$ cat src/design/skid_buffer.sv
`timescale 1ns/1ps

module skid_buffer #(
    parameter type T = logic
) (
    input  logic i_clk,
    input  logic i_rst,
    input  logic i_valid,
    output logic o_ready,
    input  T     i_data,
    output logic o_valid,
    input  logic i_ready,
    output T     o_data
);

    logic skid_valid;
    T     skid_data;
    logic in_fire;

    assign in_fire = i_valid && o_ready;
    assign o_ready = !skid_valid;  // Low only when both entries are full

    always_ff @(posedge i_clk)
    begin
        if (i_rst)
        begin
            o_valid    <= 1'b0;
            skid_valid <= 1'b0;
        end
        else if (!o_valid || i_ready)  // Output slot frees up
        begin
            o_valid    <= skid_valid || in_fire;
            skid_valid <= 1'b0;
        end
        else if (in_fire)
            skid_valid <= 1'b1;        // Park behind stalled output
    end

    always_ff @(posedge i_clk)
    begin
        if (!o_valid || i_ready)
            o_data <= skid_valid ? skid_data : i_data;
        if (in_fire)
            skid_data <= i_data;
    end

    a_hold: assert property (@(posedge i_clk) disable iff (i_rst)
        (o_valid && !i_ready) |=> (o_valid && $stable(o_data)));

endmodule

$ cat config.mk
export PLATFORM = sky130hd
export DESIGN_NAME = skid_buffer
export DESIGN_NICKNAME = d
export VERILOG_FILES = /design/src/design/skid_buffer.sv
export SDC_FILE = /design/constraint.sdc
export NUM_CORES = 1
export LEC_CHECK = 0
export BUFFER_PORTS_ARGS = -buffer_cell sky130_fd_sc_hd__buf_2
export CELL_PAD_IN_SITES_DETAIL_PLACEMENT = 1
export CELL_PAD_IN_SITES_GLOBAL_PLACEMENT = 2
export CORE_AREA = 2 2 39 41
export DETAILED_ROUTE_END_ITERATION = 16
export DIE_AREA = 0 0 41 43
export PLACE_DENSITY_LB_ADDON = 0.1
export SETUP_SLACK_MARGIN = 0.3
export SLEW_MARGIN = 30
export SYNTH_ARGS = -nofsm -noshare
export SYNTH_HDL_FRONTEND = slang
export SYNTH_SLANG_ARGS = --single-unit
$ cat constraint.sdc
create_clock -name i_clk -period 2.1 [get_ports i_clk]
set_clock_uncertainty 0.2 [all_clocks]
set_input_delay 0.315 -clock i_clk [delete_from_list [all_inputs] [get_ports i_clk]]
set_output_delay 0.315 -clock i_clk [all_outputs]
set_load 0.02 [all_outputs]
==> results.txt, run 1 <==
Main synth FF type -> edfxtp_1
clock root buffer -> clkbuf_4
total CTS buffers -> 3
worst-path fanout max -> 4
Distinct cells, synth -> 9
Final Power -> 0.2030 mW
Least-Margin Pin Slew -> 147.7 ps
1st-iter DRT viols -> 0
worst stage delay on the critical path -> 370 ps
Crit Path Category -> flop to primary output
Avg WL per Cell -> 7.595 um
Setup crit start kind -> flop
CORE AREA -> 0.001384 mm^2
Final Hold Fails -> 0
Leak -> 0.1002 nW
Hold Path End -> o_valid
# port buffers -> 7
DRC violations left -> 0
most frequent cells after synthesis -> dfxtp_1, edfxtp_1
syn avg cell area -> 14.10 um^2
cells along the critical path -> inv_1 > buf_2
Filler cells -> 162
Worst VDD drop -> 170.4 uV
CTS Hold Bufs -> 0
num rows -> 14
max_cap viols -> 0
top-area cell type share of the netlist area -> 0.3871
Post-synth ARST share -> 0
Syn Nets -> 16
number of flops mapped to enable cells by yosys -> 2
H-tree levels -> 1
proportion of layout cells with a drive suffix above 1 -> 0.6190
minimum clock period -> 1322 ps
vias in the first global route -> 121
fin area -> 232.7 um^2
Reg-to-Reg Start -> skid_valid
grt total ovfl -> 0
CTS tree -> built
Nets -> 28
CP endpoint kind -> primary output
die area -> 0.001763 mm^2
first-pass GRT wire length -> 476 um
Synth area leader -> edfxtp_1
DIE WIDTH -> 41 um
Critical Path RT -> 1580 ps
Clk Latency, worst-skew pair -> 230 ps
Synth Register Bits -> 4
initial antenna violation count -> 0
Die H -> 43 um
hold depth -> 2
Sink Count -> 4
CTS resizes -> 0
largest net degree at the start of global routing -> 5
final worst-path cycle share -> 0.6294
mapped cell area -> 155.1 um^2
I/O Pins -> 8
FF-to-FF setup slack -> 970 ps
post-CTS setup buffer count -> 0
status -> completed
crit path DAT -> 810 ps
Worst slew margin -> 0.9012
drt pass-1 iters -> 1
Hold Crit Class -> input pin to flop
vias per cell -> 3.216
ant diodes -> 0
reg2reg path depth -> 1
Area Overhead vs Synth -> 50.00%
Longest Clk Path Bufs -> 2
setup tns final -> 0 ps
Seq/Total Area, Yosys -> 0.6452
reg2reg end -> o_data
post-place instance area -> 210.2 um^2
final WL -> 281 um
RePlAce Congestion -> 0.5333
register area -> 100.1 um^2
Final setup viols -> 0
power per cell area -> 872.2 mW/mm^2
RSZ-0062 raised after global routing -> false
critical path's slowest cell -> dfxtp_1
synthesized instance count -> 11
Routed Antenna Nets -> 0
DR vias -> 119
top cells by area, synth -> edfxtp_1, dfxtp_1, mux2_4
Synth Warn # -> 0
Hold Crit Start -> i_rst
max-slew violation count -> 0
multi-input logic area -> 51.30 um^2
Starting Density -> 0.1121
GR Util All Layers -> 0.05035
achievable clock frequency -> 756.6 MHz
clk slew on worst S/H paths -> 40 ps
-- registers in the layout, summed over array words and instances, names as in the netlist --
signal and flops:
o_data 1, o_valid 1, skid_data 1, skid_valid 1
-- power breakdown --
part / internal, mW / switching (mW)
sequential: 0.0873 / 0.00232
clock: 0.0639 / 0.0307
combinational: 0.00961 / 0.00917
total: 0.161 / 0.0422
-- worst max path at each step --
stage,cells past startpoint,slack (ps),end,start
5_1_grt,2,730,o_ready,skid_valid
2_1_floorplan,1,1000,o_data,skid_valid
6_report,2,780,o_ready,skid_valid
3_5_place_dp,2,960,o_data,i_data
3_3_place_gp,1,960,o_data,skid_valid
4_1_cts,2,760,o_ready,skid_valid
-- kinds of logic (layout without fill, tap and decap cells) --
kind of cell,Yosys count,in the layout,share of synthesized area
and+or+nand+nor,4,4,0.2015
AOI/OAI and AO/OA,1,1,0.03223
buffers and inverters,1,11,0.02417
DFF,4,4,0.6452
muxes,1,1,0.09675
-- critical path, delay by kind of cell (launching register included) --
kind | cells | cell delay [ps]
DFF | 1 | 370
buffers and inverters | 2 | 200
-- cells in the final DEF (no fill, tap or decap) --
cell,Yosys,routed
buf_2,0,7
clkbuf_4,0,3
edfxtp_1,2,2
dfxtp_1,2,2
nand2b_4,1,1
and2b_2,1,1
inv_1,1,1
mux2_4,1,1
nor2_1,1,1
nor3_1,1,1
a21oi_1,1,1
-- metal layers --
metal  part of all wire  track usage  routed length (um)
met5                  0            0                   0
met4              0.028      0.08000                   8
met3              0.057      0.04712                  16
met2               0.52      0.05000                 147
met1               0.38      0.04221                 108
-- layout make-up --
type | count | area share
Inverter | 1 | 0.01613
Timing Repair Buffer | 7 | 0.1505
Multi-Input combinational cell | 6 | 0.2204
Sequential cell | 4 | 0.4301
Clock buffer | 3 | 0.09677
Tap cell | 16 | 0.08602
-- per-stage QoR --
step	utilization	std cells	setup slack (ps)	hold WS, ps
after floorplan	-	11	995.4	184.1
after global placement	0.1519	34	964.0	292.8
after detailed placement	0.1519	34	963.6	290.3
after CTS	0.1682	37	763.7	38.77
after global routing	0.1682	37	733.2	43.40
final	0.1682	37	778.3	48.09
(Power assumes the default switching activity.)
==> inputs of run 2 (changes only) <==
==> constraint.sdc (replaced) <==
create_clock -name i_clk -period 1.28 [get_ports i_clk]
set_clock_uncertainty 0.2 [all_clocks]
set_input_delay 0.192 -clock i_clk [delete_from_list [all_inputs] [get_ports i_clk]]
set_output_delay 0.192 -clock i_clk [all_outputs]
set_load 0.02 [all_outputs]
==> run 2 against run 1 <==
The run now ends with hold timing left. Final cell count rose by 5.4%. Setup slack worse by 640 ps. Sequential power increased by 63%. First-iteration DRC count increased by 4. Non-clock buffer count increased by 1. Hold slack got worse by 130 ps. Register-to-register slack worse by 780 ps. Final area up 17%. Die area unchanged.
==> results.txt, run 2 (same netlist as run 1, synthesis figures left out) <==
achievable clock frequency -> 874.8 MHz
DR vias -> 122
num rows -> 14
Least-Margin Pin Slew -> 139.3 ps
Crit Path Category -> flop to primary output
Top delay family on crit path -> flip-flops
ant diodes -> 0
CP endpoint kind -> primary output
failing checks -> hold timing
minimum clock period -> 1143 ps
clock root buffer -> clkbuf_4
worst-path fanout max -> 1
most frequent cells in the layout -> buf_2, buf_6, clkbuf_4, edfxtp_1
proportion of layout cells with a drive suffix above 1 -> 0.7391
vias in the first global route -> 126
largest net degree at the start of global routing -> 5
setup tns final -> 0 ps
Final Hold Fails -> 3
Hold Crit Class -> input pin to flop
Critical path buffers and inverters -> 1
Die H -> 43 um
DIE WIDTH -> 41 um
die area -> 0.001763 mm^2
Setup crit start kind -> flop
Leak -> 0.1158 nW
Area Overhead vs Synth -> 75.00%
vias per cell -> 3.128
max_cap viols -> 0
H-tree levels -> 1
CTS tree -> built
grt total ovfl -> 0
RePlAce Congestion -> 0.6193
drt pass-1 iters -> 2
CORE AREA -> 0.001384 mm^2
Starting Density -> 0.1121
Longest Clk Path Bufs -> 2
Placed Cells -> 34
worst stage delay on the critical path -> 370 ps
DRC violations left -> 0
final WL -> 314 um
RSZ-0062 raised after global routing -> true
Routed Antenna Nets -> 0
power per cell area -> 1354 mW/mm^2
critical path's slowest cell -> edfxtp_1
crit path DAT -> 750 ps
Final setup viols -> 0
Sink Count -> 4
total CTS buffers -> 3
clk slew on worst S/H paths -> 40 ps
Critical Path RT -> 890 ps
cells along the critical path -> buf_6
hold_ws -> -82.85 ps
max-slew violation count -> 0
Worst slew margin -> 0.9064
I/O Pins -> 8
Finished Layout Cells -> 39
first-pass GRT wire length -> 448 um
initial antenna violation count -> 0
GR Util All Layers -> 0.04824
status -> complete, but fails checks
final worst-path cycle share -> 0.8930
Avg WL per Cell -> 8.051 um
Nets -> 29
Clk Latency, worst-skew pair -> 240 ps
Worst VDD drop -> 520.3 uV
# port buffers -> 7
Final Power -> 0.3676 mW
1st-iter DRT viols -> 4
## run 2: through the flow
step	worst slack (ps)	util	cell area, um^2
after floorplan	208.3	-	157.7
after global placement	197.2	0.1537	212.7
after detailed placement	183.9	0.1537	212.7
after CTS	123.6	0.1872	259.0
after global routing	102.2	0.1962	271.5
final	136.9	0.1962	271.5
## run 2: power breakdown
part / leakage, nW / internal [mW] / switching (mW)
sequential: 0.0376 / 0.142 / 0.00416
combinational: 0.0633 / 0.0258 / 0.0170
clock: 0.0150 / 0.118 / 0.0611
total: 0.116 / 0.285 / 0.0823
## run 2: timing repair
action / CTS / global route
setup buffers: 1 / 0
endpoints found under the setup margin: 5 / 7
hold endpoints to repair: 3 / 3
resized for setup: 5 / 4
## run 2: layer usage
metal	part of all wire	GRT usage	vias to the layer above
li1	-	-	61
met1	0.39	0.03871	56
met2	0.48	0.04688	5
met3	0.12	0.07853	0
met4	0	0.04000	0
met5	0	0	-
## run 2: cell type report
class                      count  area (um^2)
fill                         165         1112
sequential                     4        105.1
timing repair buffer           8        65.06
multi-input combinational      6        51.30
clock buffer                   4        26.28
tap                           16        20.02
inverter                       1        3.754
## run 2: path summary, 6_finish.rpt
path	start	endpoint	slack, ps	depth (start not counted)
worst max-delay path	o_data	o_data	140	1
worst min-delay path	i_rst	o_valid	-80	2
worst max register to register	skid_valid	o_data	190	1
worst min register to register	skid_data	o_data	360	1
